`config.mk`:
```
export PLATFORM = sky130hd
export DESIGN_NAME = load_channel
export DESIGN_NICKNAME = d
export VERILOG_FILES = /design/src/logic/dmem_pkg.sv /design/src/logic/load_channel.sv /design/src/logic/stride_agu.sv /design/src/logic/burst_arbiter.sv
export SDC_FILE = /design/constraint.sdc
export NUM_CORES = 1
export LEC_CHECK = 0
export BUFFER_PORTS_ARGS = -buffer_cell sky130_fd_sc_hd__buf_2
export CAP_MARGIN = 20
export CORE_ASPECT_RATIO = 0.6
export CORE_MARGIN = 4
export CORE_UTILIZATION = 42
export CTS_CLUSTER_SIZE = 28
export DETAILED_ROUTE_END_ITERATION = 6
export GPL_ROUTABILITY_DRIVEN = 0
export PLACE_DENSITY = 0.86
export SLEW_MARGIN = 20
export SYNTH_ARGS = -nofsm -noshare
export SYNTH_HDL_FRONTEND = slang
export SYNTH_SLANG_ARGS = --single-unit
```
`constraint.sdc`:
```
create_clock -name clock -period 2.1 [get_ports clock]
set_input_delay 0 -clock clock [delete_from_list [all_inputs] [get_ports clock]]
set_output_delay 0 -clock clock [all_outputs]
set_load 0.005 [all_outputs]
```
`src/logic/dmem_pkg.sv`:
```
`default_nettype none

package dmem_pkg;

	localparam int ADDR_WIDTH = 10;
	localparam int MEM_DEPTH = 1 << ADDR_WIDTH;	// Address math wraps at this depth
	localparam int DATA_WIDTH = 32;
	localparam int LEN_WIDTH = 5;	// Bursts of 1 to 16 beats

	typedef logic [ADDR_WIDTH-1:0] address_t;	// Word address, also the stride
	typedef logic [DATA_WIDTH-1:0] data_t;
	typedef logic [LEN_WIDTH-1:0] length_t;

endpackage

`default_nettype wire
```
`src/logic/load_channel.sv`:
```
`timescale 1ns/1ps
`default_nettype none

module load_channel (
	input wire clock,
	input wire reset,
	input wire ld_req_1,
	input wire dmem_pkg::address_t ld_base_1,
	input wire dmem_pkg::address_t ld_stride_1,
	input wire dmem_pkg::length_t ld_length_1,
	input wire ld_ready_1,
	output logic ld_grant_1,
	output logic ld_valid_1,
	output dmem_pkg::data_t ld_data_1,
	input wire ld_req_2,
	input wire dmem_pkg::address_t ld_base_2,
	input wire dmem_pkg::address_t ld_stride_2,
	input wire dmem_pkg::length_t ld_length_2,
	input wire ld_ready_2,
	output logic ld_grant_2,
	output logic ld_valid_2,
	output dmem_pkg::data_t ld_data_2,
	output logic read_enable,
	output dmem_pkg::address_t read_address,
	input wire dmem_pkg::data_t read_data
);

	logic last_one;
	logic pick2;
	logic start;
	logic agu_active;
	logic agu_last;
	logic pending;	// Read issued last cycle, word on read_data
	logic pending_last;
	logic out_valid;
	logic out_last;
	logic out_ready;
	logic drain;
	logic done;
	dmem_pkg::data_t out_data;
	dmem_pkg::address_t base_sel;
	dmem_pkg::address_t stride_sel;
	dmem_pkg::length_t length_sel;

	assign pick2 = ld_req_2 & (~ld_req_1 | last_one);
	assign start = ~(ld_grant_1 | ld_grant_2) & (ld_req_1 | ld_req_2);

	assign base_sel = pick2 ? ld_base_2 : ld_base_1;
	assign stride_sel = pick2 ? ld_stride_2 : ld_stride_1;
	assign length_sel = pick2 ? ld_length_2 : ld_length_1;

	assign out_ready = ld_grant_2 ? ld_ready_2 : ld_ready_1;
	assign drain = out_valid & out_ready;
	assign done = drain & out_last;	// Burst ends when the requester takes the last word

	// One read in flight at most, slot must be free by the time it lands
	assign read_enable = agu_active & ~pending & (~out_valid | drain);

	assign ld_valid_1 = out_valid & ld_grant_1;
	assign ld_valid_2 = out_valid & ld_grant_2;
	assign ld_data_1 = ld_grant_1 ? out_data : '0;
	assign ld_data_2 = ld_grant_2 ? out_data : '0;

	always_ff @(posedge clock) begin
		if (reset) begin
			last_one <= 1'b0;
		end else if (ld_grant_1) begin
			last_one <= 1'b1;
		end else if (ld_grant_2) begin
			last_one <= 1'b0;
		end
	end

	always_ff @(posedge clock) begin
		if (reset) begin
			pending <= 1'b0;
			pending_last <= 1'b0;
			out_valid <= 1'b0;
			out_last <= 1'b0;
		end else begin
			pending <= read_enable;
			pending_last <= agu_last;
			if (pending) begin
				out_valid <= 1'b1;
				out_last <= pending_last;
			end else if (drain) begin
				out_valid <= 1'b0;
				out_last <= 1'b0;
			end
		end
	end

	always_ff @(posedge clock) begin
		if (pending) begin
			out_data <= read_data;
		end
	end

	burst_arbiter u_arbiter (
		.clock(clock),
		.reset(reset),
		.req1(ld_req_1),
		.req2(ld_req_2),
		.done(done),
		.grant1(ld_grant_1),
		.grant2(ld_grant_2)
	);

	stride_agu u_agu (
		.clock(clock),
		.reset(reset),
		.start(start),
		.step(read_enable),
		.base(base_sel),
		.stride(stride_sel),
		.length(length_sel),
		.address(read_address),
		.active(agu_active),
		.last(agu_last)
	);

	// Held beat keeps its word until taken
	beat_stable: assert property (@(posedge clock) disable iff (reset)
		(out_valid && !out_ready) |=> out_valid && $stable(out_data));

endmodule

`default_nettype wire

```
`src/logic/stride_agu.sv`:
```
`timescale 1ns/1ps
`default_nettype none

module stride_agu (
	input wire clock,
	input wire reset,
	input wire start,
	input wire step,
	input wire dmem_pkg::address_t base,
	input wire dmem_pkg::address_t stride,
	input wire dmem_pkg::length_t length,
	output dmem_pkg::address_t address,
	output logic active,
	output logic last
);

	dmem_pkg::address_t stride_q;
	dmem_pkg::length_t remaining;	// Beats not yet stepped

	assign last = active & step & (remaining == dmem_pkg::length_t'(1));

	always_ff @(posedge clock) begin
		if (reset) begin
			active <= 1'b0;
			remaining <= '0;
		end else if (start) begin
			active <= 1'b1;
			remaining <= length;
		end else if (step) begin
			remaining <= remaining - dmem_pkg::length_t'(1);
			if (last) begin
				active <= 1'b0;
			end
		end
	end

	// Wraps modulo the depth by overflow
	always_ff @(posedge clock) begin
		if (start) begin
			address <= base;
			stride_q <= stride;
		end else if (step) begin
			address <= address + stride_q;
		end
	end

	no_empty_burst: assert property (@(posedge clock) disable iff (reset)
		start |-> (length != '0));

	step_when_active: assert property (@(posedge clock) disable iff (reset)
		step |-> active);

endmodule

`default_nettype wire

```
`src/logic/burst_arbiter.sv`:
```
`timescale 1ns/1ps
`default_nettype none

module burst_arbiter (
	input wire clock,
	input wire reset,
	input wire req1,
	input wire req2,
	input wire done,	// Last beat of the current burst
	output logic grant1,
	output logic grant2
);

	logic busy;
	logic last_two;	// Requester 2 won the previous round

	assign busy = grant1 | grant2;

	always_ff @(posedge clock) begin
		if (reset) begin
			grant1 <= 1'b0;
			grant2 <= 1'b0;
			last_two <= 1'b1;	// Requester 1 goes first
		end else if (busy) begin
			if (done) begin
				grant1 <= 1'b0;
				grant2 <= 1'b0;
			end
		end else if (req1 && (!req2 || last_two)) begin
			grant1 <= 1'b1;
			last_two <= 1'b0;
		end else if (req2) begin
			grant2 <= 1'b1;
			last_two <= 1'b1;
		end
	end

	grant_onehot: assert property (@(posedge clock) disable iff (reset)
		!(grant1 && grant2));

endmodule

`default_nettype wire

```
== Word-level counts from Yosys, hierarchy flattened ==
Cells that the tools add are included.

* Bitwise logic cells: 18
* Add/subtract/negate cells: 2
* Reduce and logical (&&, ||, !) cells: 14
* Muxes and demuxes: 25
* Equality and inequality tests: 3

{| class="wikitable"
|+ Operator list
! operator !! number
|-
| 32-bit two-way mux || 2
|-
| 10-bit two-way mux || 4
|-
| 1-bit two-way mux || 16
|-
| 5-bit two-way mux || 3
|-
| 2-bit nonzero test || 7
|-
| 10-bit adder || 1
|-
| 1-bit bitwise AND || 10
|-
| 2-bit AND reduction || 3
|-
| 5-bit by 1-bit == test with 1-bit output, second input constant || 1
|-
| 5-bit by 1-bit subtractor with 5-bit output, second input constant || 1
|-
| 1-bit NOT || 4
|-
| 1-bit OR || 4
|-
| 3-bit AND reduction || 1
|-
| 2-bit by 1-bit != test with 1-bit output, second input constant || 1
|-
| 2-bit != test, second input constant || 1
|-
| 1-bit logical AND || 1
|-
| 1-bit logical NOT || 1
|-
| 1-bit logical OR || 1
|}

* Flip-flop bits (word level): 66
* Output and inout port bits: 79
* Input bits: 88

== Logic depth before layout (Yosys ltp) ==
* Word-level depth: 9
* Depth in mapped cells: 7
* Gate-level depth less buffers: 7

== Hierarchy ==
Synthesis repeated with hierarchy kept, for this count alone.

* Cell total of the unflattened synthesis: 309
* Area total of the unflattened synthesis: 3527.1 sq um

{| class="wikitable"
|+ Modules (own cells, without submodules)
! module !! times used !! seq. area each (sq um) !! cells an instance !! area each (sq um)
|-
| load_channel || 1 || 1061.0 || 157 || 1915.6
|-
| stride_agu || 1 || 720.7 || 138 || 1483.9
|-
| burst_arbiter || 1 || 60.1 || 14 || 127.6
|}

== Least setup slack after synthesis ==
OpenSTA, ideal clock, no wires.

* Kind: reg2reg
* Start point: reg u_agu.address[0]
* End point: reg u_agu.address[8] (data pin)
* Path slack: -30 ps
* Stages on the path, launching flop included: 8
* Arrival: 1846 ps
* Library setup time: 284 ps
* Cell sequence: edfxtp_1 > ha_1 > fa_1 > a211oi_1 > o211ai_1 > a31oi_1 > xor2_1 > o21ai_0

* Longest elaborated chain between the ends: 3

{| class="wikitable"
|+ RTL lines
! what !! RTL line !! source
|-
| start, declared || stride_agu.sv:12 || <nowiki>output dmem_pkg::address_t address,</nowiki>
|-
| start signal, assigned || stride_agu.sv:40 || <nowiki>address <= base;</nowiki>
|-
| start signal, assigned || stride_agu.sv:43 || <nowiki>address <= address + stride_q;</nowiki>
|-
| 10-bit adder || stride_agu.sv:43 ||
|-
| 10-bit two-way mux || stride_agu.sv:42 || <nowiki>end else if (step) begin</nowiki>
|-
| 10-bit two-way mux || stride_agu.sv:39 || <nowiki>if (start) begin</nowiki>
|}

Every way passes these cells. The select of a mux whose other input is x is not followed.
A chain may end at the register's enable or synchronous reset.

== Final worst setup path ==
* Start point: reg u_agu.stride_q[0]
* End point: reg u_agu.address[8] (data pin)

* Longest elaborated chain between the ends: 3

{| class="wikitable"
|+ RTL lines
! what !! RTL line !! source
|-
| start, declared || stride_agu.sv:17 || <nowiki>dmem_pkg::address_t stride_q;</nowiki>
|-
| start signal, assigned || stride_agu.sv:41 || <nowiki>stride_q <= stride;</nowiki>
|-
| 10-bit adder || stride_agu.sv:43 ||
|-
| 10-bit two-way mux || stride_agu.sv:42 ||
|-
| 10-bit two-way mux || stride_agu.sv:39 ||
|}

Every way passes these cells. The select of a mux whose other input is x is not followed.

==> flow_metrics.py <==
metrics = {
    "die": {
        "fp.dieH_um": 78.10,
        "coreArea_um2": 7914,
        "dieArea_um2": 9749,
        "fp.dieW_um": 124.8,
        "io_pins": 167,
        "num_rows": 25,
        "initial_core_util_pct": 43.46,
    },
    "timing": {
        "fin_skew_ns": 0.008813,
        "setup-violations-final": 2,
        "final-hold-violation-count": 0,
        "rsz0062_at_grt": "yes",
        "relSlewSlack_pct": 69.28,
        "fmax_mhz": 467.3,
        "finalCriticalPeriod_ns": 2.140,
        "hold_ws_ns": 0.01424,
        "tightest_slew_ns": 0.4608,
        "post-route-period-util_pct": 101.9,
        "tns_ns": -0.05413,
        "setup_ws_ns": -0.03983,
        "slew_violations": 0,
    },
    "setup_path": {
        "worstPathMaxFanout": 2,
        "required_ns": 2.17,
        "cp-start-kind": "flop",
        "cp_top_family": "compound AO/OA/AOI/OAI gates",
        "critPathBufInv": 0,
        "path_cells": "ha_2, fa_2, a211oi_4, o211ai_1, a31oi_1, xor2_1, o21ai_1",
        "cpMaxStageDelayCell": "fa_2",
        "path_class": "flop to flop",
        "critical_path.max_stage_delay_ns": 0.40,
        "critical_path_arrival_ns": 2.21,
        "end_kind": "flop",
    },
    "clock_tree": {
        "path_clk_slew_ns": 0.05,
        "clock-root-buffer": "clkbuf_16",
        "cts-htree-levels": 3,
        "numClockSinks": 66,
        "worstSkewPairLatency_ns": 0.32,
        "clock_path_buffers": 2,
        "cts_buffers": 9,
        "cts_tree": "built",
    },
    "flow_run": {
        "maxCapViolCount": 0,
    },
    "logic_synthesis": {
        "synth_cells": 300,
        "yosysMostFrequentCell": "and2_1",
        "synthArstFlopShare_pct": 0,
        "synth_commonest_cells": "and2_1, edfxtp_1, nor2_1",
        "synth_cell_type_count": 43,
        "ys_warn_count": 0,
        "synth_area_leaders": "edfxtp_1, and2_1, dfxtp_1",
        "syn_area_per_cell_um2": 11.47,
        "synth_top_area_share_pct": 45.40,
        "synth_largest_area_cell": "edfxtp_1",
        "synth-main-ff-cell": "edfxtp_1",
        "seq_area_frac_synth_pct": 53.55,
        "synth-edff-count": 52,
        "syn_nets": 400,
        "synth_seq_cells": 66,
        "synth_area_um2": 3440,
    },
    "route": {
        "postRouteWirelength_mm": 9.506,
        "vias": 3050,
        "vias_per_cell": 4.758,
        "drc": 0,
        "first_pass_iters": 4,
        "avgRoutedWirePerCell_um": 14.83,
        "drtIter0Drc": 183,
        "ant_nets": 0,
    },
    "global_route": {
        "grt_max_degree": 38,
        "grt.total_usage_pct": 19.80,
        "grt_pass1_wl_mm": 15.44,
        "grt_pass1_vias": 3178,
        "globalRouteOverflowTotal": 0,
        "antenna_found_initial": 0,
    },
    "final_layout": {
        "multi_input_area_um2": 1523,
        "area.growth.synth_to_final_pct": 52.56,
        "drive_gt1_share_pct": 41.46,
        "final_nets": 628,
        "fillers": 608,
        "fin_util_pct": 66.31,
        "fin_cells": 641,
        "diodes": 0,
        "regArea_um2": 1843,
    },
    "hold_path": {
        "min_path_type": "input pin to flop",
    },
    "place": {
        "dp_hpwl_mm": 6.759,
        "portBuffers": 166,
        "dp.cells": 571,
    },
    "outcome": {
        "status": "complete, but fails checks",
        "failed_checks": "negative setup slack",
    },
    "pwr": {
        "powerDensity_nw_per_um2": 892.4,
        "p_leak_nw": 2.457,
        "power_mw": 4.683,
        "vdd_drop_max_uv": 475.6,
    },
}
==> stage by stage <==
stage	instance area, µm²	setup slack [ns]
after floorplan	3445	0.006412
after global placement	4431	-0.07393
after detailed placement	4431	-0.2099
after CTS	5225	-0.01108
after global routing	5248	-0.1129
final	5248	-0.03983
==> sequential cells by signal (all words and copies together) (netlist names) <==
register	count
pending	1
u_agu.address	10
u_arbiter.last_two	1
u_agu.active	1
out_last	1
last_one	1
u_arbiter.grant2	1
u_agu.stride_q	10
pending_last	1
u_agu.remaining	5
out_data	32
out_valid	1
u_arbiter.grant1	1
==> per-layer routing <==
metal	global-route usage, %	vias to the layer above	wire length [µm]	share of wire (%)
li1	-	1519	-	-
met1	24.23	1397	4122	43
met2	33.94	122	4558	48
met3	6.186	12	686	7.2
met4	6.061	0	140	1.5
met5	0	-	0	0
==> worst paths after layout <==
check / end / slack, ns / cells after the start / start
setup / recovery: u_agu.address[8]$_DFFE_PP_ / -0.04 / 7 / u_agu.stride_q[0]$_DFFE_PP_
setup reg to reg: u_agu.address[8]$_DFFE_PP_ / -0.04 / 7 / u_agu.stride_q[0]$_DFFE_PP_
hold / removal: u_agu.stride_q[0]$_DFFE_PP_ / 0.01 / 2 / ld_stride_1[0]
hold reg to reg: out_last$_SDFFE_PP0P_ / 0.49 / 2 / pending_last$_SDFF_PP0_
==> report_power, final <==
group / switching [mW] / internal (mW) / leakage (nW) / total [mW]
logic: 0.813 / 0.771 / 1.72 / 1.58
registers: 0.118 / 1.66 / 0.608 / 1.78
clock network: 0.493 / 0.824 / 0.127 / 1.32
total: 1.42 / 3.26 / 2.46 / 4.68
==> layout make-up <==
class | count | share of cell area, %
inverter | 9 | 0.6438
tap | 108 | 2.575
clock inverter | 3 | 0.3100
clock buffer | 13 | 4.769
timing repair buffer | 231 | 27.56
multi-input combinational | 211 | 29.02
sequential | 66 | 35.12
==> layout by cell type (no fill, tap or decap), types with 2 or more instances in the layout <==
master,Yosys,final
ha_1,11,10
o211ai_1,3,3
xor2_1,7,7
buf_2,3,166
dlygate4sd3_1,0,51
o21ai_0,14,13
clkbuf_16,0,9
nor2_1,17,17
nand3_1,2,2
a31oi_1,2,2
xnor2_1,5,5
a211oi_1,6,4
inv_1,9,9
mux2_2,15,15
or2_2,2,2
and2_1,67,67
buf_4,2,14
dfxtp_1,14,13
a211oi_2,2,3
nand2_1,13,13
mux2i_1,9,9
a21o_1,3,3
clkbuf_1,9,3
a22oi_1,2,2
o21ai_1,1,2
edfxtp_1,52,52
a21oi_1,12,12
==> cells by family (layout without fill, tap and decap cells) <==
logic type / after synthesis / after routing / synth area share, %
simple gates: 111 / 111 / 18.23
flops: 66 / 66 / 53.55
compound gates: 51 / 51 / 9.821
mux: 25 / 25 / 7.930
buf+inv: 23 / 256 / 2.837
fa+ha+maj: 12 / 12 / 4.583
xor+xnor: 12 / 12 / 3.056
==> what timing repair did <==
item / CTS / global route
endpoints found under the hold margin: 41 / 1
hold buffers: 50 / 1
pin swaps: 6 / 0
endpoints found under the setup margin: 2 / 4
buffers inserted: 2 / 1
resized for setup: 4 / 1
(Power assumes the default switching activity.)
