**config.mk**
```make
export PLATFORM = sky130hd
export DESIGN_NAME = store_channel
export DESIGN_NICKNAME = d
export VERILOG_FILES = /design/src/logic/dmem_pkg.sv /design/src/logic/store_channel.sv /design/src/logic/stride_agu.sv /design/src/logic/burst_arbiter.sv
export SDC_FILE = /design/constraint.sdc
export NUM_CORES = 1
export LEC_CHECK = 0
export BUFFER_PORTS_ARGS = -buffer_cell sky130_fd_sc_hd__buf_2
export CORE_MARGIN = 4
export CORE_UTILIZATION = 37
export CTS_CLUSTER_SIZE = 40
export DETAILED_ROUTE_END_ITERATION = 8
export GPL_ROUTABILITY_DRIVEN = 0
export MAX_ROUTING_LAYER = met4
export PLACE_DENSITY = 0.79
export SYNTH_ARGS = -nofsm -noshare
export SYNTH_HDL_FRONTEND = slang
export SYNTH_SLANG_ARGS = --single-unit
```
**constraint.sdc**
```tcl
create_clock -name clock -period 2.1 [get_ports clock]
set_clock_uncertainty 0.05 [all_clocks]
set_input_delay 0.42 -clock clock [delete_from_list [all_inputs] [get_ports clock]]
set_output_delay 0.42 -clock clock [all_outputs]
set_load 0.01 [all_outputs]
```
**src/logic/dmem_pkg.sv**
```systemverilog
`default_nettype none

package dmem_pkg;

	localparam int ADDR_WIDTH = 10;
	localparam int MEM_DEPTH = 1 << ADDR_WIDTH;	// Address math wraps at this depth
	localparam int DATA_WIDTH = 32;
	localparam int LEN_WIDTH = 5;	// Bursts of 1 to 16 beats

	typedef logic [ADDR_WIDTH-1:0] address_t;	// Word address, also the stride
	typedef logic [DATA_WIDTH-1:0] data_t;
	typedef logic [LEN_WIDTH-1:0] length_t;

endpackage

`default_nettype wire
```
**src/logic/store_channel.sv**
```systemverilog
`timescale 1ns/1ps
`default_nettype none

module store_channel (
	input wire clock,
	input wire reset,
	input wire st_req_1,
	input wire dmem_pkg::address_t st_base_1,
	input wire dmem_pkg::address_t st_stride_1,
	input wire dmem_pkg::length_t st_length_1,
	input wire st_valid_1,
	input wire dmem_pkg::data_t st_data_1,
	output logic st_grant_1,
	output logic st_ready_1,
	input wire st_req_2,
	input wire dmem_pkg::address_t st_base_2,
	input wire dmem_pkg::address_t st_stride_2,
	input wire dmem_pkg::length_t st_length_2,
	input wire st_valid_2,
	input wire dmem_pkg::data_t st_data_2,
	output logic st_grant_2,
	output logic st_ready_2,
	output logic write_enable,
	output dmem_pkg::address_t write_address,
	output dmem_pkg::data_t write_data
);

	logic last_one;	// Requester 1 held the previous grant
	logic pick2;
	logic start;
	logic beat;
	logic agu_last;
	dmem_pkg::address_t base_sel;
	dmem_pkg::address_t stride_sel;
	dmem_pkg::length_t length_sel;

	// Winner of the arbiter's next decision, so the AGU loads as the grant rises
	assign pick2 = st_req_2 & (~st_req_1 | last_one);
	assign start = ~(st_grant_1 | st_grant_2) & (st_req_1 | st_req_2);

	assign base_sel = pick2 ? st_base_2 : st_base_1;
	assign stride_sel = pick2 ? st_stride_2 : st_stride_1;
	assign length_sel = pick2 ? st_length_2 : st_length_1;

	assign st_ready_1 = st_grant_1;
	assign st_ready_2 = st_grant_2;
	assign beat = (st_valid_1 & st_grant_1) | (st_valid_2 & st_grant_2);

	assign write_enable = beat;
	assign write_data = st_grant_2 ? st_data_2 : st_data_1;

	always_ff @(posedge clock) begin
		if (reset) begin
			last_one <= 1'b0;
		end else if (st_grant_1) begin
			last_one <= 1'b1;
		end else if (st_grant_2) begin
			last_one <= 1'b0;
		end
	end

	burst_arbiter u_arbiter (
		.clock(clock),
		.reset(reset),
		.req1(st_req_1),
		.req2(st_req_2),
		.done(agu_last),
		.grant1(st_grant_1),
		.grant2(st_grant_2)
	);

	stride_agu u_agu (
		.clock(clock),
		.reset(reset),
		.start(start),
		.step(beat),
		.base(base_sel),
		.stride(stride_sel),
		.length(length_sel),
		.address(write_address),
		.active(),
		.last(agu_last)
	);

	// Descriptor choice must agree with the arbiter's grant
	winner_match: assert property (@(posedge clock) disable iff (reset)
		start |=> (st_grant_2 == $past(pick2)) && (st_grant_1 == !$past(pick2)));

endmodule

`default_nettype wire

```
**src/logic/stride_agu.sv**
```systemverilog
`timescale 1ns/1ps
`default_nettype none

module stride_agu (
	input wire clock,
	input wire reset,
	input wire start,
	input wire step,
	input wire dmem_pkg::address_t base,
	input wire dmem_pkg::address_t stride,
	input wire dmem_pkg::length_t length,
	output dmem_pkg::address_t address,
	output logic active,
	output logic last
);

	dmem_pkg::address_t stride_q;
	dmem_pkg::length_t remaining;	// Beats not yet stepped

	assign last = active & step & (remaining == dmem_pkg::length_t'(1));

	always_ff @(posedge clock) begin
		if (reset) begin
			active <= 1'b0;
			remaining <= '0;
		end else if (start) begin
			active <= 1'b1;
			remaining <= length;
		end else if (step) begin
			remaining <= remaining - dmem_pkg::length_t'(1);
			if (last) begin
				active <= 1'b0;
			end
		end
	end

	// Wraps modulo the depth by overflow
	always_ff @(posedge clock) begin
		if (start) begin
			address <= base;
			stride_q <= stride;
		end else if (step) begin
			address <= address + stride_q;
		end
	end

	no_empty_burst: assert property (@(posedge clock) disable iff (reset)
		start |-> (length != '0));

	step_when_active: assert property (@(posedge clock) disable iff (reset)
		step |-> active);

endmodule

`default_nettype wire

```
**src/logic/burst_arbiter.sv**
```systemverilog
`timescale 1ns/1ps
`default_nettype none

module burst_arbiter (
	input wire clock,
	input wire reset,
	input wire req1,
	input wire req2,
	input wire done,	// Last beat of the current burst
	output logic grant1,
	output logic grant2
);

	logic busy;
	logic last_two;	// Requester 2 won the previous round

	assign busy = grant1 | grant2;

	always_ff @(posedge clock) begin
		if (reset) begin
			grant1 <= 1'b0;
			grant2 <= 1'b0;
			last_two <= 1'b1;	// Requester 1 goes first
		end else if (busy) begin
			if (done) begin
				grant1 <= 1'b0;
				grant2 <= 1'b0;
			end
		end else if (req1 && (!req2 || last_two)) begin
			grant1 <= 1'b1;
			last_two <= 1'b0;
		end else if (req2) begin
			grant2 <= 1'b1;
			last_two <= 1'b1;
		end
	end

	grant_onehot: assert property (@(posedge clock) disable iff (reset)
		!(grant1 && grant2));

endmodule

`default_nettype wire

```
## Yosys cells after proc, flatten, opt, wreduce, memory -nomap -nowiden

Cells that the tools add are included.
Widths: inputs -> output; s select.

- Add/sub/neg operators: 2
- Multipliers: 0
- Divide/modulo/power cells: 0
- $lt $le $gt $ge: 0
- Equal/unequal tests: 3
- Shift-type cells: 0
- Mux-type cells: 19
- Bitwise gates (word level): 12
- Reductions and logical operators: 13

Operator list:

| cell | number |
|---|---|
| $mux 10 | 4 |
| $mux 32 | 1 |
| $mux 5 | 3 |
| $reduce_bool 2->1 | 6 |
| $mux 1 | 11 |
| $add 10x10->10 | 1 |
| $and 1x1->1 | 6 |
| $reduce_and 2->1 | 3 |
| $eq 5x1->1 const B | 1 |
| $sub 5x1->5 const B | 1 |
| $or 1x1->1 | 4 |
| $reduce_and 3->1 | 1 |
| $ne 2x1->1 const B | 1 |
| $ne 2x2->1 const B | 1 |
| $not 1->1 | 2 |
| $logic_and 1x1->1 | 1 |
| $logic_not 1->1 | 1 |
| $logic_or 1x1->1 | 1 |

- Bits in registers: 30
- Latch bits: 0
- RAM bits: 0
- Bits in read-only memories: 0
- Bits of input ports: 120
- Memories: 0

## Longest topological paths before layout

Gate-level depths: netlist (run 1).

- Depth in word-level cells: 7
- Gate-level depth with buffers: 7
- Mapped depth without buffers: 7

## Modules after synthesis

From an unflattened synthesis (run 1), not the netlist that was laid out.

- Cells, all modules: 226
- Area total of the unflattened synthesis: 2381.0 µm²

By module, submodules not included:

| module | instances | cells each | area each (µm²) | sequential area each (µm²) |
|---|---|---|---|---|
| stride_agu | 1 | 138 | 1483.9 | 720.7 |
| store_channel | 1 | 74 | 769.5 | 20.0 |
| burst_arbiter | 1 | 14 | 127.6 | 60.1 |

## Worst setup path after synthesis (run 1)

OpenSTA, ideal clock, no wires.

- Path kind: register to register
- From: reg u_agu.address[0]
- To: reg u_agu.address[8], data pin
- Setup time: 0.269 ns
- Arrival: 1.792 ns
- Setup slack: -0.011 ns
- Cell stages (with the launch flop): 8
- Cells stage by stage: edfxtp_1 -> ha_1 -> fa_1 -> a21oi_1 -> o211ai_1 -> a31oi_1 -> xor2_1 -> o21ai_0

- Longest elaborated chain between the ends: 3

RTL lines:

| element | RTL line | text |
|---|---|---|
| start: declaration | stride_agu.sv:12 | `output dmem_pkg::address_t address,` |
| start signal: assignment | stride_agu.sv:40 | `address <= base;` |
| start signal: assignment | stride_agu.sv:43 | `address <= address + stride_q;` |
| $add 10x10->10 | stride_agu.sv:43 |  |
| $mux 10 | stride_agu.sv:42 | `end else if (step) begin` |
| $mux 10 | stride_agu.sv:39 | `if (start) begin` |

No other way between the ends. The select of a mux whose other input is x is not followed.
A chain may end at the register's enable or synchronous reset.

## Final worst setup path (run 1)

- From: reg u_agu.stride_q[0]
- To: reg u_agu.address[8], data pin

- Longest elaborated chain between the ends: 3

RTL lines:

| element | RTL line | text |
|---|---|---|
| start: declaration | stride_agu.sv:17 | `dmem_pkg::address_t stride_q;` |
| start signal: assignment | stride_agu.sv:41 | `stride_q <= stride;` |
| $add 10x10->10 | stride_agu.sv:43 |  |
| $mux 10 | stride_agu.sv:42 |  |
| $mux 10 | stride_agu.sv:39 |  |

No other way between the ends. The select of a mux whose other input is x is not followed.

==> PnR_summary.wiki, run 1 <==
{| class="wikitable"
! Metric !! Value
|-
| Status || finished, final reports clean
|-
| Cts bufs inserted || 5
|-
| Number of endpoints with negative hold slack in the final report || 0
|-
| Total of flip-flops plus latches after synthesis || 30
|-
| Boundary pin count || ~170
|-
| Routed length per instance || 14.52 um
|-
| Die Footprint || about 0.0076 sq mm
|-
| RSZ-0062 raised after global routing || no
|-
| Post-synth design cell area || 0.002332 sq mm
|-
| Dominant synthesized flop cell || sky130_fd_sc_hd__edfxtp_1
|-
| Synthesized area divided by synthesized cell count || roughly 11 sq um
|-
| Clock Latency Late Sink || ~0.28 ns
|-
| Synthesis Warnings || 0
|-
| Data arrival time of the worst path || 1.99 ns
|-
| Net switching component of the power || around 0.0011 W
|-
| GRT overflow || 0
|-
| Buffer depth of the longest clock path || 2
|-
| Number of standard cells in the layout, taps in and fillers out || 465
|-
| Pwr per Cell Area || between 800 and 900 mW/mm^2
|-
| Number of global-route vias before repair || approximately 2300
|-
| Total iterations of the first detailed-routing run || 4
|-
| Register area share after synthesis || 0.3433
|-
| Max-slew violation total from the final report || 0
|-
| Number of violations of the max-capacitance limit || 0
|-
| Critical Path Start || u_agu.stride_q[0]$_DFFE_PP_
|-
| Number of core rows || 28
|-
| Wire length of the first global-routing pass || between 10000 and 15000 um
|-
| Type of the most critical hold path || in2reg
|-
| Hpwl dp || 5651 um
|-
| Pwr Total || 0.002968 W
|-
| Least-Margin Pin Slew || 0.4482 ns
|-
| Number of flops mapped to enable cells by yosys || 20
|-
| Diodes inserted || 0
|-
| Input/output buffers || 166
|-
| Required time of the worst setup path || roughly 2.1 ns
|-
| Reg2reg end || u_agu.address[8]$_DFFE_PP_
|-
| Effective utilization at floorplan || 0.3870
|-
| Flop2flop setup slack || 0.09 ns
|-
| Number of library cell types mapped by synthesis || 43
|-
| Fraction of layout cells with a size suffix above 1 || 0.6282
|-
| Die H || 87.40 um
|-
| Proportion of synthesized flip-flops having asynchronous set or reset || 0
|-
| GRT Util Overall || 0.1741
|-
| RR Startpoint || u_agu.stride_q[0]$_DFFE_PP_
|-
| Part of the total power dissipated in the clock network || 0.170
|-
| Commonest cells after routing, fill and taps aside || 166 x sky130_fd_sc_hd__buf_2, 46 x sky130_fd_sc_hd__mux2_2, 20 x sky130_fd_sc_hd__edfxtp_1, 14 x sky130_fd_sc_hd__nor2_1
|-
| Most common library cell in the layout ignoring fill and taps || sky130_fd_sc_hd__buf_2
|-
| Startpoint of the lowest-slack hold path || st_stride_2[5]
|-
| Timing endpoint of the critical path || u_agu.address[8]$_DFFE_PP_
|-
| Pin count of the biggest net entering global routing || 40
|-
| Power share of the sequential group || 0.311
|-
| Via density per instance || between 4 and 5
|-
| Depth of the most critical reg-to-reg path || 7
|-
| Upper clock frequency limit || 497.0 MHz
|-
| Number of design rule violations left after detail routing || 0
|-
| Switching share of power || 0.3721
|-
| Period utilisation layout || 0.9582
|-
| Maximum ir drop on the vdd rail || around 0.6 mV
|-
| Number of instances in the synthesized netlist || approximately 220
|-
| Count of nets left with antenna violations after detail routing || 0
|-
| Combinational power share || 0.519
|-
| Clock-pin slew of the registers on the worst-case setup and hold paths || 0.06 ns
|-
| TritonCTS clock tree || yes
|-
| Type of the setup path with the least slack || reg2reg
|-
| Starting DRC count in detailed routing || between 80 and 90
|-
| Maximum net fanout on the critical path || 3
|-
| # setup viols final || 0
|-
| Clock Sink Count || 30
|-
| Overall via count from detail_route || between 2000 and 2500
|-
| Leakage dissipation || about 1.7 nW
|-
| Tmin final || between 2 and 2.5 ns
|-
| Area of the core || 0.006026 sq mm
|-
| Number of cells after detailed placement || 455
|-
| Hold buffers post-CTS || 0
|-
| Detailed Route WL || 6753 um
|-
| Die Width || 87.40 um
|-
| Internal Pwr Total || 0.001864 W
|-
| Count of nets after finishing || 521
|-
| Setup crit start kind || flip-flop
|-
| Initial antenna violation count || 0
|-
| Net count after synthesis || between 300 and 400
|-
| Area grow syn2layout || 45.49%
|-
| Number of levels the H-tree was split into || 2
|-
| Capturing element type of the critical path || flip-flop
|-
| Root Buffer || sky130_fd_sc_hd__clkbuf_8
|-
| Cells on Worst Hold Path || 2
|-
| Worst slew margin || 0.7005
|}
==> power by group through the flow <==
stage	clock (W)	sequential [W]	combinational, W
detailed placement	0	0.000934	0.00148
floorplan	0	0.000965	0.000967
finish	0.000505	0.000924	0.00154
global placement	0	0.000925	0.00143
global route	0.000545	0.000945	0.00170
CTS	0.000521	0.000923	0.00149
==> worst min path at each step <==
| stage | slack [ns] | to |
|---|---|---|
| global route | 0.38 | u_agu.stride_q[3]$_DFFE_PP_ |
| CTS | 0.37 | u_agu.remaining[4]$_SDFFE_PP0P_ |
| global placement | 0.42 | u_agu.active$_SDFFE_PP0P_ |
| floorplan | 0.41 | u_agu.active$_SDFFE_PP0P_ |
| detailed placement | 0.43 | u_agu.active$_SDFFE_PP0P_ |
| finish | 0.38 | u_agu.stride_q[5]$_DFFE_PP_ |
==> stage by stage <==
| stage | area (sq um) | setup WS, ns | setup TNS [ns] | util | hold WS, ns |
|---|---|---|---|---|---|
| 2_1_floorplan | 2336 | 0.01427 | 0 | - | 0.4073 |
| 6_report | 3393 | 0.08782 | 0 | 0.5631 | 0.3799 |
| 3_3_place_gp | 3254 | 0.02132 | 0 | 0.5401 | 0.4214 |
| 4_1_cts | 3357 | 0.02753 | 0 | 0.5571 | 0.3743 |
| 5_1_grt | 3393 | 0.0002380 | 0 | 0.5631 | 0.3815 |
| 3_5_place_dp | 3254 | -0.01416 | -0.01416 | 0.5401 | 0.4346 |
==> cells by family after synthesis <==
| kind of cell | count (synthesis) | share of synthesized area |
|---|---|---|
| simple gates | 40 | 0.09282 |
| xor+xnor | 11 | 0.04131 |
| flops | 30 | 0.3433 |
| fa+ha+maj | 12 | 0.06760 |
| buf+inv | 22 | 0.04667 |
| mux | 56 | 0.2650 |
| compound gates | 48 | 0.1432 |
==> critical path: stages (launching register included) <==
cell and delay (ns):
sky130_fd_sc_hd__edfxtp_1 0.42, sky130_fd_sc_hd__ha_4 0.20, sky130_fd_sc_hd__fa_2 0.37, sky130_fd_sc_hd__a21oi_2 0.17, sky130_fd_sc_hd__o211ai_1 0.10, sky130_fd_sc_hd__a31oi_1 0.22
sky130_fd_sc_hd__xor2_1 0.17, sky130_fd_sc_hd__o21ai_1 0.07
==> cell type report <==
type,instances,area (sq um)
Inverter,10,37.54
Tap cell,75,93.84
Multi-Input combinational cell,167,1450
Fill cell,545,2633
Sequential cell,30,800.8
Timing Repair Buffer,175,910.9
Clock inverter,1,3.754
Clock buffer,7,96.34
==> per-layer routing <==
metal  wire length, um  vias to the layer above  GRT usage
met4                73                        0    0.03766
li1                  -                     1152          -
met5                 0                        -          -
met3               529                        9    0.03974
met1              2341                     1034     0.1713
met2              3808                      111     0.3418
==> sequential cells by signal, summed over array words and instances, names as in the netlist <==
signal and flops:
u_agu.address 10, u_agu.remaining 5, u_agu.active 1, last_one 1
u_arbiter.last_two 1, u_arbiter.grant2 1, u_arbiter.grant1 1, u_agu.stride_q 10
==> repair_timing <==
action | 4_1_cts | 5_1_grt
endpoints found under the setup margin | 1 | 4
setup buffers | 0 | 2
pin swaps | 1 | 7
cloned | 0 | 0
resized for setup | 1 | 6
hold endpoints to repair | 0 | 0
==> cell usage after synthesis, types with 2 or more instances <==
master                     instances  share of area
sky130_fd_sc_hd__o21ai_0          10          0.021
sky130_fd_sc_hd__nor2_1           14          0.023
sky130_fd_sc_hd__or2_2             2         0.0054
sky130_fd_sc_hd__mux2i_1          10          0.043
sky130_fd_sc_hd__xor2_1            8          0.030
sky130_fd_sc_hd__nor3_1            4         0.0086
sky130_fd_sc_hd__nand2_1           8          0.013
sky130_fd_sc_hd__dfxtp_1          10          0.086
sky130_fd_sc_hd__buf_4             3         0.0097
sky130_fd_sc_hd__edfxtp_1         20           0.26
sky130_fd_sc_hd__nor4b_1           2         0.0075
sky130_fd_sc_hd__mux2_2           46           0.22
sky130_fd_sc_hd__xnor2_1           3          0.011
sky130_fd_sc_hd__nand4b_1          2         0.0075
sky130_fd_sc_hd__o211ai_1          4          0.013
sky130_fd_sc_hd__buf_2             6          0.013
sky130_fd_sc_hd__inv_1             8          0.013
sky130_fd_sc_hd__a21oi_1          12          0.026
sky130_fd_sc_hd__a21o_1            3         0.0097
sky130_fd_sc_hd__a211oi_1          9          0.029
sky130_fd_sc_hd__ha_1             11          0.059
sky130_fd_sc_hd__inv_2             2         0.0032
sky130_fd_sc_hd__a31oi_1           2         0.0054
Power figures use the tool's default switching activity.
==> run 2: changes to the inputs <==
--- a/config.mk
+++ b/config.mk
@@ -13,6 +13,7 @@
 export GPL_ROUTABILITY_DRIVEN = 0
 export MAX_ROUTING_LAYER = met4
 export PLACE_DENSITY = 0.79
+export REMOVE_ABC_BUFFERS = 1
 export SYNTH_ARGS = -nofsm -noshare
 export SYNTH_HDL_FRONTEND = slang
 export SYNTH_SLANG_ARGS = --single-unit
==> PnR_summary.wiki, run 2 (synthesized netlist as in run 1, its figures left out) <==
{| class="wikitable"
! Metric !! Value
|-
| Hold buffers post-CTS || 0 (unchanged)
|-
| Starting DRC count in detailed routing || 80 (-1.2%)
|-
| Hold Path End || u_agu.remaining[4]$_SDFFE_PP0P_
|-
| Flop2flop setup slack || 0.06 ns (-0.03 ns)
|-
| Largest registers in the final layout || u_agu.address (10), u_agu.stride_q (10), u_agu.remaining (5)
|-
| TritonCTS clock tree || yes
|-
| Detailed Route WL || 7184 um (+6.4%)
|-
| Required time of the worst setup path || 2.08 ns (about the same)
|-
| Cells on Worst Hold Path || 2 (unchanged)
|-
| Period utilisation layout || 0.9707 (+0.01250)
|-
| Worst slew margin || 0.6707 (-0.02975)
|-
| Pwr per Cell Area || 884.1 mW/mm^2 (+1.1%)
|-
| Data arrival time of the worst path || 2.02 ns (+0.03 ns)
|-
| Tmin final || 2.038 ns (+0.02625 ns)
|-
| Number of core rows || 28 (unchanged)
|-
| Met3 track utilization from global routing || 0.03879 (-0.0009461)
|-
| Number of design rule violations left after detail routing || 0 (unchanged)
|-
| Cell with the largest stage delay on the worst path || sky130_fd_sc_hd__edfxtp_1
|-
| Die Footprint || 0.007638 sq mm (unchanged)
|-
| Area post-placement || 0.003281 sq mm (+0.81%)
|-
| RSZ-0062 raised after global routing || yes
|-
| Buffer depth of the longest clock path || 2 (unchanged)
|-
| Clock-pin slew of the registers on the worst-case setup and hold paths || 0.07 ns (about the same)
|-
| Fraction of layout cells with a size suffix above 1 || 0.6336 (+0.005383)
|-
| Area grow syn2layout || 46.62%
|-
| Hpwl dp || 6080 um (+7.6%)
|-
| Overall via count from detail_route || 2344 (+1.6%)
|-
| Number of global-route vias before repair || 2452 (+5.5%)
|-
| Effective utilization at floorplan || 0.3870 (unchanged)
|-
| # setup viols final || 0 (unchanged)
|-
| Die Width || 87.40 um (unchanged)
|-
| Wire length of the first global-routing pass || 11000 um (+8.0%)
|-
| Combined buffer and inverter count along the critical path || 1 (+1)
|-
| Clock Latency Late Sink || 0.28 ns (about the same)
|-
| Type of the most critical hold path || in2reg
|-
| Upper clock frequency limit || 490.6 MHz (-1.3%)
|-
| Pin count of the biggest net entering global routing || 39 (-2.5%)
|-
| Die H || 87.40 um (unchanged)
|-
| Filler instances || 536 (-1.7%)
|-
| Boundary pin count || 167 (unchanged)
|-
| Type of the setup path with the least slack || reg2reg
|-
| Total iterations of the first detailed-routing run || 4 (unchanged)
|-
| Diodes inserted || 0 (unchanged)
|-
| Area of combinational cells with multiple inputs || 0.001446 sq mm (-0.26%)
|-
| Routed length per instance || 15.35 um (+5.7%)
|-
| Via density per instance || 5.009 (+1.0%)
|-
| RR Startpoint || u_agu.address[1]$_DFFE_PP_
|-
| Count of nets left with antenna violations after detail routing || 0 (unchanged)
|-
| Count of nets after finishing || 524 (+0.58%)
|-
| Clock Sink Count || 30 (unchanged)
|-
| Number of violations of the max-capacitance limit || 0 (unchanged)
|-
| Number of levels the H-tree was split into || 2 (unchanged)
|-
| Root Buffer || sky130_fd_sc_hd__clkbuf_8
|-
| Capturing element type of the critical path || flip-flop
|-
| Number of endpoints with negative hold slack in the final report || 0 (unchanged)
|-
| Status || finished, final reports clean
|-
| Slowest cell delay on critical path || 0.44 ns (+0.02 ns)
|-
| Chain of cells forming the critical path || buf_6 -> fa_2 -> a21oi_4 -> o211ai_1 -> a31oi_1 -> xor2_1 -> o21ai_1
|-
| Area of the core || 0.006026 sq mm (unchanged)
|-
| Leakage dissipation || 1.680 nW (+1.2%)
|-
| Max-slew violation total from the final report || 0 (unchanged)
|-
| Initial antenna violation count || 0 (unchanged)
|-
| GRT met2 Usage || 0.3630 (+0.02123)
|-
| Critical Path Start || u_agu.address[1]$_DFFE_PP_
|-
| Depth of the most critical reg-to-reg path || 7 (unchanged)
|-
| Crit-path leading delay family || compound AO/OA/AOI/OAI gates
|-
| GRT Util Overall || 0.1912 (+0.01704)
|-
| FF/Latch Area || 800.8 sq um (unchanged)
|-
| Setup crit start kind || flip-flop
|-
| Number of cells after detailed placement || 459 (+0.88%)
|-
| Least-Margin Pin Slew || 0.4927 ns (+0.04452 ns)
|-
| Most common library cell in the layout ignoring fill and taps || sky130_fd_sc_hd__buf_2
|-
| Reg2reg end || u_agu.address[8]$_DFFE_PP_
|-
| Number of standard cells in the layout, taps in and fillers out || 468 (+0.65%)
|-
| GRT overflow || 0 (unchanged)
|-
| Cts bufs inserted || 5 (unchanged)
|-
| Routing layer with the top usage in global route || met2
|-
| Commonest cells after routing, fill and taps aside || 166 x sky130_fd_sc_hd__buf_2, 46 x sky130_fd_sc_hd__mux2_2, 20 x sky130_fd_sc_hd__edfxtp_1, 14 x sky130_fd_sc_hd__nor2_1
|-
| Maximum net fanout on the critical path || 3 (unchanged)
|-
| Startpoint of the lowest-slack hold path || reset
|-
| Summed area of non-filler cells in the final layout || 0.003420 sq mm (+0.77%)
|-
| Met1 demand-to-capacity share in global routing || 0.1843 (+0.01304)
|-
| Input/output buffers || 166 (unchanged)
|-
| Maximum ir drop on the vdd rail || 0.5726 mV (-2.1%)
|}
[run 2: power by group]
part | total (W) | internal (W) | switching, W
logic | 0.00158 | 0.000762 | 0.000815
clock network | 0.000521 | 0.000301 | 0.000221
registers | 0.000925 | 0.000828 | 0.0000976
[run 2: through the flow]
stage / setup TNS [ns] / hold slack, ns / util / setup slack [ns] / total power (W)
6_report: 0 / 0.3866 / 0.5675 / 0.06157 / 0.003023
5_1_grt: -0.02049 / 0.3827 / 0.5675 / -0.02049 / 0.003254
4_1_cts: 0 / 0.3855 / 0.5633 / 0.01590 / 0.003004
3_5_place_dp: -0.1633 / 0.4470 / 0.5444 / -0.09834 / 0.002457
3_3_place_gp: -0.02667 / 0.4213 / 0.5444 / -0.02667 / 0.002392
2_1_floorplan: -5.944 / 0.4073 / - / -0.5354 / 0.001899
[run 2: worst max path at each step]
stage | to | cells after the start
detailed placement | u_agu.address[8]$_DFFE_PP_ | 7
global route | u_agu.address[8]$_DFFE_PP_ | 7
floorplan | u_agu.address[9]$_DFFE_PP_ | 6
CTS | u_agu.address[8]$_DFFE_PP_ | 7
finish | u_agu.address[8]$_DFFE_PP_ | 7
global placement | u_agu.address[8]$_DFFE_PP_ | 7
[run 2: layer usage]
metal	part of all wire	vias up
li1	-	1161
met5	0	-
met4	0.038	0
met2	0.54	118
met1	0.35	1047
met3	0.074	18
[run 2: layout make-up]
class	instances	area share
Sequential cell	30	0.2342
Inverter	10	0.01098
Clock inverter	2	0.002927
Tap cell	75	0.02744
Clock buffer	6	0.02744
Timing Repair Buffer	178	0.2741
Multi-Input combinational cell	167	0.4230
[run 2: timing repair]
| action | CTS | global route |
|---|---|---|
| gates resized for setup | 3 | 6 |
| pin swaps | 2 | 2 |
| endpoints found under the setup margin | 2 | 5 |
| setup buffers | 0 | 1 |
